File: src/hw/dagPkg.sv
`default_nettype none

package dagPkg;

  localparam int AddrWidth = 14;
  localparam int DataWidth = 16;
  localparam int NumRegs = 4;

  typedef logic [AddrWidth-1:0] addrT;
  typedef logic [DataWidth-1:0] dataT;
  typedef logic [1:0] regSelT;
  typedef logic [NumRegs-1:0] regMaskT;

  // Register operations carried from fetch into the execute stage.
  typedef enum logic [2:0] {
    opNone,
    opWriteI,
    opWriteL,
    opWriteM,
    opReadI,
    opReadL,
    opReadM,
    opPostModify
  } dagOpT;

  typedef struct packed {
    dagOpT op;
    regSelT dstSel;   // Register targeted by op.
    regSelT iSel;
    regSelT mSel;
    logic dagEn;      // Instruction needs an address from the generator.
  } dagCmdT;

  typedef struct packed {
    regSelT iSel;
    regSelT mSel;
  } dagSelT;

  typedef struct packed {
    regMaskT ldI;
    regMaskT ldL;
    regMaskT ldM;
    logic useNewI;    // I write data comes from newI instead of the bus.
  } dagLoadT;

  typedef struct packed {
    regMaskT rdI;
    regMaskT rdL;
    regMaskT rdM;
  } dagReadT;

  typedef struct packed {
    addrT [NumRegs-1:0] i;
    addrT [NumRegs-1:0] l;
    addrT [NumRegs-1:0] m;
  } dagBankT;

  typedef struct packed {
    addrT i;
    addrT l;
    addrT m;
  } dagOperandT;

endpackage

`default_nettype wire
File: src/hw/dagTop.sv
`default_nettype none

module dagTop (
  input  logic               DSPCLK,
  input  logic               RST,
  input  logic               go,
  input  dagPkg::dagCmdT     fetchCmd,
  input  logic               redo,
  input  dagPkg::addrT       dmdIn,
  input  dagPkg::addrT       newI,
  output dagPkg::dataT       dmdOut,
  output dagPkg::dagOperandT operand
);

  dagPkg::dagSelT  fetchSel;
  dagPkg::dagSelT  execSel;
  dagPkg::dagLoadT ld;
  dagPkg::dagReadT rd;
  dagPkg::dagBankT bank;
  dagPkg::addrT    wrI;

  assign fetchSel = '{iSel: fetchCmd.iSel, mSel: fetchCmd.mSel};

  dagExecStage uExecStage (
    .DSPCLK   (DSPCLK),
    .RST      (RST),
    .go       (go),
    .fetchCmd (fetchCmd),
    .execSel  (execSel),
    .ld       (ld),
    .rd       (rd)
  );

  dagRegBank uRegBank (
    .DSPCLK (DSPCLK),
    .RST    (RST),
    .ld     (ld),
    .rd     (rd),
    .dmdIn  (dmdIn),
    .newI   (newI),
    .bank   (bank),
    .wrI    (wrI),
    .dmdOut (dmdOut)
  );

  // The bus word doubles as the L and M write data for forwarding.
  dagOperandStage uOperandStage (
    .DSPCLK   (DSPCLK),
    .RST      (RST),
    .go       (go),
    .redo     (redo),
    .fetchSel (fetchSel),
    .dagEn    (fetchCmd.dagEn),
    .execSel  (execSel),
    .ld       (ld),
    .bank     (bank),
    .wrI      (wrI),
    .dmdIn    (dmdIn),
    .operand  (operand)
  );

endmodule

`default_nettype wire

File: src/hw/dagOperandStage.sv
`default_nettype none

module dagOperandStage (
  input  logic               DSPCLK,
  input  logic               RST,
  input  logic               go,
  input  logic               redo,
  input  dagPkg::dagSelT     fetchSel,
  input  logic               dagEn,
  input  dagPkg::dagSelT     execSel,
  input  dagPkg::dagLoadT    ld,
  input  dagPkg::dagBankT    bank,
  input  dagPkg::addrT       wrI,
  input  dagPkg::addrT       dmdIn,
  output dagPkg::dagOperandT operand
);

  dagPkg::regSelT     iSel;
  dagPkg::regSelT     mSel;
  dagPkg::dagOperandT nextOperand;
  logic               loadOperand;

  // Picks the selected register, or its write data when it is loaded at this edge.
  function automatic dagPkg::addrT forward(
    input dagPkg::addrT [dagPkg::NumRegs-1:0] regs,
    input dagPkg::regMaskT                    ldMask,
    input dagPkg::regSelT                     sel,
    input dagPkg::addrT                       wrData
  );
    dagPkg::addrT result;
    if (ldMask[sel])
    begin
      result = wrData;
    end
    else
    begin
      result = regs[sel];
    end
    return result;
  endfunction

  // A replay reuses the selects of the instruction already in execute.
  assign iSel = redo ? execSel.iSel : fetchSel.iSel;
  assign mSel = redo ? execSel.mSel : fetchSel.mSel;

  always_comb
  begin
    nextOperand.i = forward(bank.i, ld.ldI, iSel, wrI);
    nextOperand.l = forward(bank.l, ld.ldL, iSel, dmdIn);   // L pairs with I.
    nextOperand.m = forward(bank.m, ld.ldM, mSel, dmdIn);
  end

  assign loadOperand = (go && dagEn) || redo;

  always_ff @(posedge DSPCLK or posedge RST)
  begin
    if (RST)
    begin
      operand <= '0;
    end
    else if (loadOperand)
    begin
      operand <= nextOperand;
    end
  end

  // Selects and masks from fetch and execute must all resolve to known values.
  operandKnown: assert property (@(posedge DSPCLK) disable iff (RST)
    !$isunknown(operand));

endmodule

`default_nettype wire

File: src/hw/dagRegBank.sv
`default_nettype none

module dagRegBank (
  input  logic            DSPCLK,
  input  logic            RST,
  input  dagPkg::dagLoadT ld,
  input  dagPkg::dagReadT rd,
  input  dagPkg::addrT    dmdIn,
  input  dagPkg::addrT    newI,
  output dagPkg::dagBankT bank,
  output dagPkg::addrT    wrI,
  output dagPkg::dataT    dmdOut
);

  localparam int ExtWidth = dagPkg::DataWidth - dagPkg::AddrWidth;

  dagPkg::addrT iVal;
  dagPkg::addrT lVal;
  dagPkg::addrT mVal;

  // A post-modify writes back the index computed outside this block.
  assign wrI = ld.useNewI ? newI : dmdIn;

  always_ff @(posedge DSPCLK or posedge RST)
  begin
    if (RST)
    begin
      bank <= '0;
    end
    else
    begin
      for (int n = 0; n < dagPkg::NumRegs; n++)
      begin
        if (ld.ldI[n])
        begin
          bank.i[n] <= wrI;
        end
        if (ld.ldL[n])
        begin
          bank.l[n] <= dmdIn;
        end
        if (ld.ldM[n])
        begin
          bank.m[n] <= dmdIn;
        end
      end
    end
  end

  // Readback is an AND-OR of the masked registers, so no mask gives zero.
  always_comb
  begin
    iVal = '0;
    lVal = '0;
    mVal = '0;
    for (int n = 0; n < dagPkg::NumRegs; n++)
    begin
      iVal = iVal | ({dagPkg::AddrWidth{rd.rdI[n]}} & bank.i[n]);
      lVal = lVal | ({dagPkg::AddrWidth{rd.rdL[n]}} & bank.l[n]);
      mVal = mVal | ({dagPkg::AddrWidth{rd.rdM[n]}} & bank.m[n]);
    end
  end

  // Modify values are signed, index and length values are not.
  assign dmdOut = {{ExtWidth{1'b0}}, iVal | lVal}
                | {{ExtWidth{mVal[dagPkg::AddrWidth-1]}}, mVal};

  // The zero and sign extensions would merge if two kinds drove the bus.
  singleRead: assert property (@(posedge DSPCLK) disable iff (RST)
    $onehot0({rd.rdI, rd.rdL, rd.rdM}));

endmodule

`default_nettype wire

File: src/hw/dagExecStage.sv
`default_nettype none

module dagExecStage (
  input  logic            DSPCLK,
  input  logic            RST,
  input  logic            go,
  input  dagPkg::dagCmdT  fetchCmd,
  output dagPkg::dagSelT  execSel,
  output dagPkg::dagLoadT ld,
  output dagPkg::dagReadT rd
);

  dagPkg::dagOpT   execOp;
  dagPkg::regSelT  execDst;
  dagPkg::regMaskT dstMask;
  dagPkg::regMaskT writeMask;

  // Execute register. It holds its command for as long as go stays low.
  always_ff @(posedge DSPCLK or posedge RST)
  begin
    if (RST)
    begin
      execOp  <= dagPkg::opNone;
      execDst <= '0;
      execSel <= '0;
    end
    else if (go)
    begin
      execOp       <= fetchCmd.op;
      execDst      <= fetchCmd.dstSel;
      execSel.iSel <= fetchCmd.iSel;
      execSel.mSel <= fetchCmd.mSel;
    end
  end

  assign dstMask   = dagPkg::regMaskT'(1) << execDst;
  assign writeMask = go ? dstMask : '0;   // A stalled write must not land.

  always_comb
  begin
    ld = '0;
    rd = '0;
    case (execOp)
      dagPkg::opWriteI: ld.ldI = writeMask;
      dagPkg::opWriteL: ld.ldL = writeMask;
      dagPkg::opWriteM: ld.ldM = writeMask;
      dagPkg::opReadI:  rd.rdI = dstMask;
      dagPkg::opReadL:  rd.rdL = dstMask;
      dagPkg::opReadM:  rd.rdM = dstMask;
      dagPkg::opPostModify:
      begin
        ld.ldI     = writeMask;
        ld.useNewI = 1'b1;
      end
      default: ;
    endcase
  end

  // Forwarding in the operand stage relies on at most one target per kind.
  maskOneHot: assert property (@(posedge DSPCLK) disable iff (RST)
    $onehot0(ld.ldI) && $onehot0(ld.ldL) && $onehot0(ld.ldM) &&
    $onehot0(rd.rdI) && $onehot0(rd.rdL) && $onehot0(rd.rdM));

  // The bank stays frozen through a stall.
  noWriteInStall: assert property (@(posedge DSPCLK) disable iff (RST)
    !go |-> (ld.ldI == '0 && ld.ldL == '0 && ld.ldM == '0));

endmodule

`default_nettype wire

File: config.mk
export PLATFORM = sky130hd
export DESIGN_NAME = dagTop
export DESIGN_NICKNAME = d
export VERILOG_FILES = /design/src/hw/dagPkg.sv /design/src/hw/dagTop.sv /design/src/hw/dagOperandStage.sv /design/src/hw/dagRegBank.sv /design/src/hw/dagExecStage.sv
export SDC_FILE = /design/constraint.sdc
export NUM_CORES = 1
export LEC_CHECK = 0
export ABC_AREA = 1
export CAP_MARGIN = 10
export CORE_AREA = 2 2 186 115
export CTS_BUF_LIST = sky130_fd_sc_hd__clkbuf_8
export CTS_CLUSTER_SIZE = 8
export DETAILED_ROUTE_END_ITERATION = 7
export DIE_AREA = 0 0 188 117
export DONT_BUFFER_PORTS = 1
export GPL_TIMING_DRIVEN = 0
export PLACE_DENSITY = 0.82
export SLEW_MARGIN = 20
export SYNTH_ARGS = -nofsm -noshare
export SYNTH_HDL_FRONTEND = slang
export SYNTH_SLANG_ARGS = --single-unit
File: constraint.sdc
create_clock -name DSPCLK -period 8 [get_ports DSPCLK]
set_clock_uncertainty 0.2 [all_clocks]
set_input_delay 0.8 -clock DSPCLK [delete_from_list [all_inputs] [get_ports DSPCLK]]
set_output_delay 0.8 -clock DSPCLK [all_outputs]
set_load 0.05 [all_outputs]
### Yosys cells after proc, flatten, opt, wreduce, memory -nomap -nowiden

Index checks and enable logic that the tools add are counted.

| storage, ports and cells | value |
|---|---|
| bits in registers | 219 |
| input port bits | 42 |

| cells by class | value |
|---|---|
| $lt $le $gt $ge | 2 |
| equality and inequality tests | 7 |
| shift-type cells | 1 |
| multiplexer cells | 26 |
| bitwise operators | 23 |
| reductions and logical operators | 3 |

Operator list:

| operator | number |
|---|---|
| bitwise AND 14 bit | 12 |
| OR 14 bit | 10 |
| two-way mux 14 bit | 7 |
| binary-select mux 14 bit (select 2 bit) | 3 |
| two-way mux 4 bit | 7 |
| OR 14 x 16 -> 16 bit | 1 |
| equality test 3 bit (second input constant) | 4 |
| binary-select mux 1 bit (select 2 bit) | 3 |
| equality test 3 x 2 -> 1 bit (second input constant) | 2 |
| less-than comparator 2 x 3 -> 1 bit (second input constant) | 2 |
| two-way mux 1 bit | 4 |
| two-way mux 2 bit | 2 |
| left shift 1 x 2 -> 4 bit (first input constant) | 1 |
| equality test 3 x 1 -> 1 bit (second input constant) | 1 |
| OR reduction 2 bit | 1 |
| logical AND 1 bit | 1 |
| logical OR 1 bit | 1 |

### Longest topological paths before layout

| depth | value |
|---|---|
| depth in word-level cells | 8 |
| gate-level depth with buffers | 12 |
| mapped depth without buffers | 10 |

### Cells and area by module

A second synthesis with hierarchy kept.

| second synthesis, totals | value |
|---|---|
| cell total of the unflattened synthesis | 1,689 |
| area, all modules | 12,112.9 sq um |

By module, submodules not included:

| module | instances | cells an instance | area each (sq um) | sequential area each (sq um) |
|---|---|---|---|---|
| dagRegBank | 1 | 927 | 7,526.0 | 4,204.0 |
| dagOperandStage | 1 | 680 | 4,060.1 | 1,051.0 |
| dagExecStage | 1 | 82 | 526.8 | 225.2 |

### Worst setup path before layout

Ideal clock, no wire load.

| path | value |
|---|---|
| kind | flip-flop to output port |
| start | reg uExecStage.execOp[0] |
| end | out dmdOut[15] |
| data arrival time | 1.887 ns |
| path slack | 5.113 ns |
| stages on the path, launching flop included | 10 |
| path buffers | 2 |
| cell sequence | dfrtp_1 > inv_1 > nand3_1 > nor2_1 > clkbuf_1 > nand2_1 > nand2_1 > nor3_1 > inv_1 > buf_4 |

| between the ends | value |
|---|---|
| word-level cells in the longest chain between the ends | 7 |
| elaborated cells between the ends (all ways) | 10 |

RTL lines:

| what | line | text |
|---|---|---|
| from (decl) | dagExecStage.sv:13 | `dagPkg::dagOpT execOp;` |
| from (signal assigned) | dagExecStage.sv:23 | `execOp <= dagPkg::opNone;` |
| from (signal assigned) | dagExecStage.sv:29 | `execOp <= fetchCmd.op;` |
| equality test 3 bit (*) | dagExecStage.sv:43 | `case (execOp)` |
| two-way mux 4 bit (*) | dagExecStage.sv:43 |  |
| bitwise AND 14 bit | dagRegBank.sv:60 | `mVal = mVal \| ({dagPkg::AddrWidth{rd.rdM[n]}} & bank.m[n]);` |
| OR 14 bit (2 in series) | dagRegBank.sv:60 |  |
| OR 14 bit (*) | dagRegBank.sv:60 |  |
| OR 14 x 16 -> 16 bit (*) | dagRegBank.sv:66 | `\| {{ExtWidth{mVal[dagPkg::AddrWidth-1]}}, mVal};` |
| to (decl) | dagTop.sv:11 | `output dagPkg::dataT dmdOut,` |

Every way passes the cells marked *; elsewhere a longest branch is shown, timed or not.

### Worst setup path in the final report

| path | value |
|---|---|
| start | reg uExecStage.execOp[2] |
| end | out dmdOut[1] |

| between the ends | value |
|---|---|
| word-level cells in the longest chain between the ends | 8 |
| elaborated cells between the ends (all ways) | 29 |

RTL lines:

| what | line | text |
|---|---|---|
| equality test 3 bit | dagExecStage.sv:43 |  |
| two-way mux 4 bit | dagExecStage.sv:43 |  |
| bitwise AND 14 bit, on equally long branches | dagRegBank.sv:58, dagRegBank.sv:59 |  |
| OR 14 bit, on equally long branches (3 in series) | dagRegBank.sv:58, dagRegBank.sv:59 |  |
| OR 14 bit | dagRegBank.sv:65 | `assign dmdOut = {{ExtWidth{1'b0}}, iVal \| lVal}` |
| OR 14 x 16 -> 16 bit (*) | dagRegBank.sv:66 |  |

Marked as above.

==> results.cfg <==
[route]
drtAntennaViolNets = 0
first_pass_iters = 8
num_vias = 11900
via_per_inst = 6.36
route.final.wire_length_um = 47300
drc = 0
routedWlPerCell_um = 25.3
drt-initial-drc-count = 2081

[setup_path]
r2r_slack_ps = 5350
worstReg2RegEnd = uOperandStage.operand[27]$_DFFE_PP0P_
required_ps = 7000
worstReg2RegStart = uExecStage.execOp[2]$_DFFE_PP0P_
r2r_cells = 10
worstPathMaxFanout = 9
critPathArrivalTime_ps = 3620
start_kind = register
critPathKind = register to primary output
critical_path.endpoint_type = primary output

[yosys]
ys_ff_latch = 219
avgSynthCellArea_sq_um = 7.41
async_flop_share = 1.00
yosys_warnings = 0
syn_area_sq_um = 11400
synth_edf_count = 0
yosysSeqAreaShare = 0.481
synth_cell_types = 29
syn-instance-count = 1537
ys.flop_type = dfrtp_1
synth_nets = 1579

[timing]
rsz0062_at_grt = no
drv_slew = 0
finalHoldViolCount = 0
setup_violations = 0
slew_headroom = 0.217
finalCritPeriodShare = 0.577
fmax_mhz = 217
finalCriticalPeriod_ps = 4620
tightest_slew_ps = 1170
setup-tns-final_ps = 0

[pwr]
switching_share = 0.412
p_clk_frac = 0.250
design_power_total_mw = 3.66
power.leakage_nw = 6.02
p_comb_frac = 0.250
p_sw_mw = 1.51
powerDensity_nw_per_um2 = 295
seq_power_share = 0.500
ir_drop_mv = 0.166
internal_power_mw = 2.16

[final_layout]
finalNonFillerCells = 1872
area_delta_synth_final_pct = 9.05
mostFrequentLayoutCells = nand2_1, dfrtp_1, o21ai_0, nand3_1, inv_1
final_common_cell = nand2_1
drive_gt1_frac = 0.0760
final_design_area_no_fill_sq_um = 12400
fillerInstances = 1916
layout.nets = 1619
diodes = 0

[floorplan]
die_w_um = 188
start_util = 0.557
core-area_sq_um = 20500
die_area_sq_um = 22000
dieHeight_um = 117
rows = 41
io_pins = 100

[place]
gp_congestion = 1.03
dpl-instance-area_sq_um = 11800
port_buffers = 0
hpwlAfterDp_um = 34700
post-place-cells = 1818

[global_routing]
grt_use_total = 0.438
grt_max_degree = 93
antenna_found_initial = 2
grt_pass1_wl_um = 69800
grt_pass1_vias = 11000
grt.overflow.total = 0

[min_path]
hold_depth = 2
hold_path_class = primary input to register
hold_end = uRegBank.bank[56]$_DFFE_PP0P_
hold_start = dmdIn[0]

[clocking]
cts_max_level = 2
clockRootBuffer = clkbuf_8
clk_latency_ps = 550
cts.clk_slew.worst_paths_ps = 70
cts_sinks = 219
postCtsSetupRepairBufs = 0
cts_resized = 0
cts_inserted_buffers = 35
cts_hold_buf = 1
cts.path.max_buffers = 3
cts_tree = done

[flow_run]
cap_violations = 0

[outcome]
status = finished clean
-- critical path: stages (launching register included) --
cell	delay, ps
dfrtp_1	330
buf_2	210
nand3_1	320
nor2_1	670
inv_1	410
o22ai_1	600
nor2_1	80
nand3_1	440
-- layout make-up --
cell class / count / area, sq um / share of cell area
Timing Repair Buffer: 3 / 65.1 / 0.00524
Clock inverter: 13 / 58.8 / 0.00473
Buffer: 81 / 369 / 0.0297
Tap cell: 279 / 349 / 0.0281
Multi-Input combinational cell: 1128 / 5130 / 0.413
Inverter: 109 / 417 / 0.0335
Sequential cell: 219 / 5480 / 0.441
Clock buffer: 40 / 551 / 0.0443
-- cells in the mapped netlist (10+ instances only) --
library cell / n / area share
nand2_1: 581 / 0.19
dfrtp_1: 219 / 0.48
o21ai_0: 208 / 0.091
nand3_1: 163 / 0.072
inv_1: 100 / 0.033
nor2_1: 57 / 0.019
buf_2: 40 / 0.018
clkbuf_1: 37 / 0.012
o211ai_1: 24 / 0.016
a211oi_1: 11 / 0.0072
o22ai_1: 10 / 0.0055
-- layer usage --
layer	GRT usage	wire, um	share of wire
met5	0	0	0
met4	0.193	2020	0.043
met2	0.550	17300	0.37
met3	0.215	8860	0.19
met1	0.627	19100	0.40
-- state kept, by name, summed over array words and instances, names as in the netlist --
signal                 count
uRegBank.bank            168
uExecStage.execOp          3
uExecStage.execDst         2
uExecStage.execSel         4
uOperandStage.operand     42
-- kinds of logic (layout without fill, tap and decap cells) --
group	count (synthesis)	after routing	share of synthesized area
mux	8	8	0.00703
buf+inv	190	246	0.0683
flops	219	219	0.481
simple gates	832	832	0.303
compound gates	288	288	0.141
-- stage by stage --
step	hold slack, ps	setup WS (ps)	util
after floorplan	242	1010	-
after global placement	255	-1420	0.574
after detailed placement	274	4250	0.577
after CTS	173	3680	0.607
after global routing	184	3410	0.607
final	173	3380	0.607
-- worst max-delay path by stage --
stage / slack (ps) / depth (start not counted) / end / start
final: 3380 / 7 / dmdOut[1] / uExecStage.execOp[2]$_DFFE_PP0P_
after floorplan: 1010 / 1 / uExecStage.execDst[0]$_DFFE_PP0P_ / RST
after CTS: 3680 / 7 / dmdOut[1] / uExecStage.execOp[1]$_DFFE_PP0P_
after detailed placement: 4250 / 7 / dmdOut[1] / uExecStage.execOp[2]$_DFFE_PP0P_
after global placement: -1420 / 1 / uOperandStage.operand[23]$_DFFE_PP0P_ / RST
after global routing: 3410 / 7 / dmdOut[1] / uExecStage.execOp[1]$_DFFE_PP0P_
-- power by group through the flow --
| stage | Clock [mW] | Sequential (mW) | Combinational [mW] |
|---|---|---|---|
| finish | 0.916 | 1.83 | 0.918 |
| global route | 0.953 | 1.87 | 1.02 |
| CTS | 0.903 | 1.82 | 0.881 |
| detailed placement | 0 | 1.84 | 0.877 |
| global placement | 0 | 1.83 | 0.847 |
| floorplan | 0 | 1.77 | 0.620 |
Power figures use the tool's default switching activity.
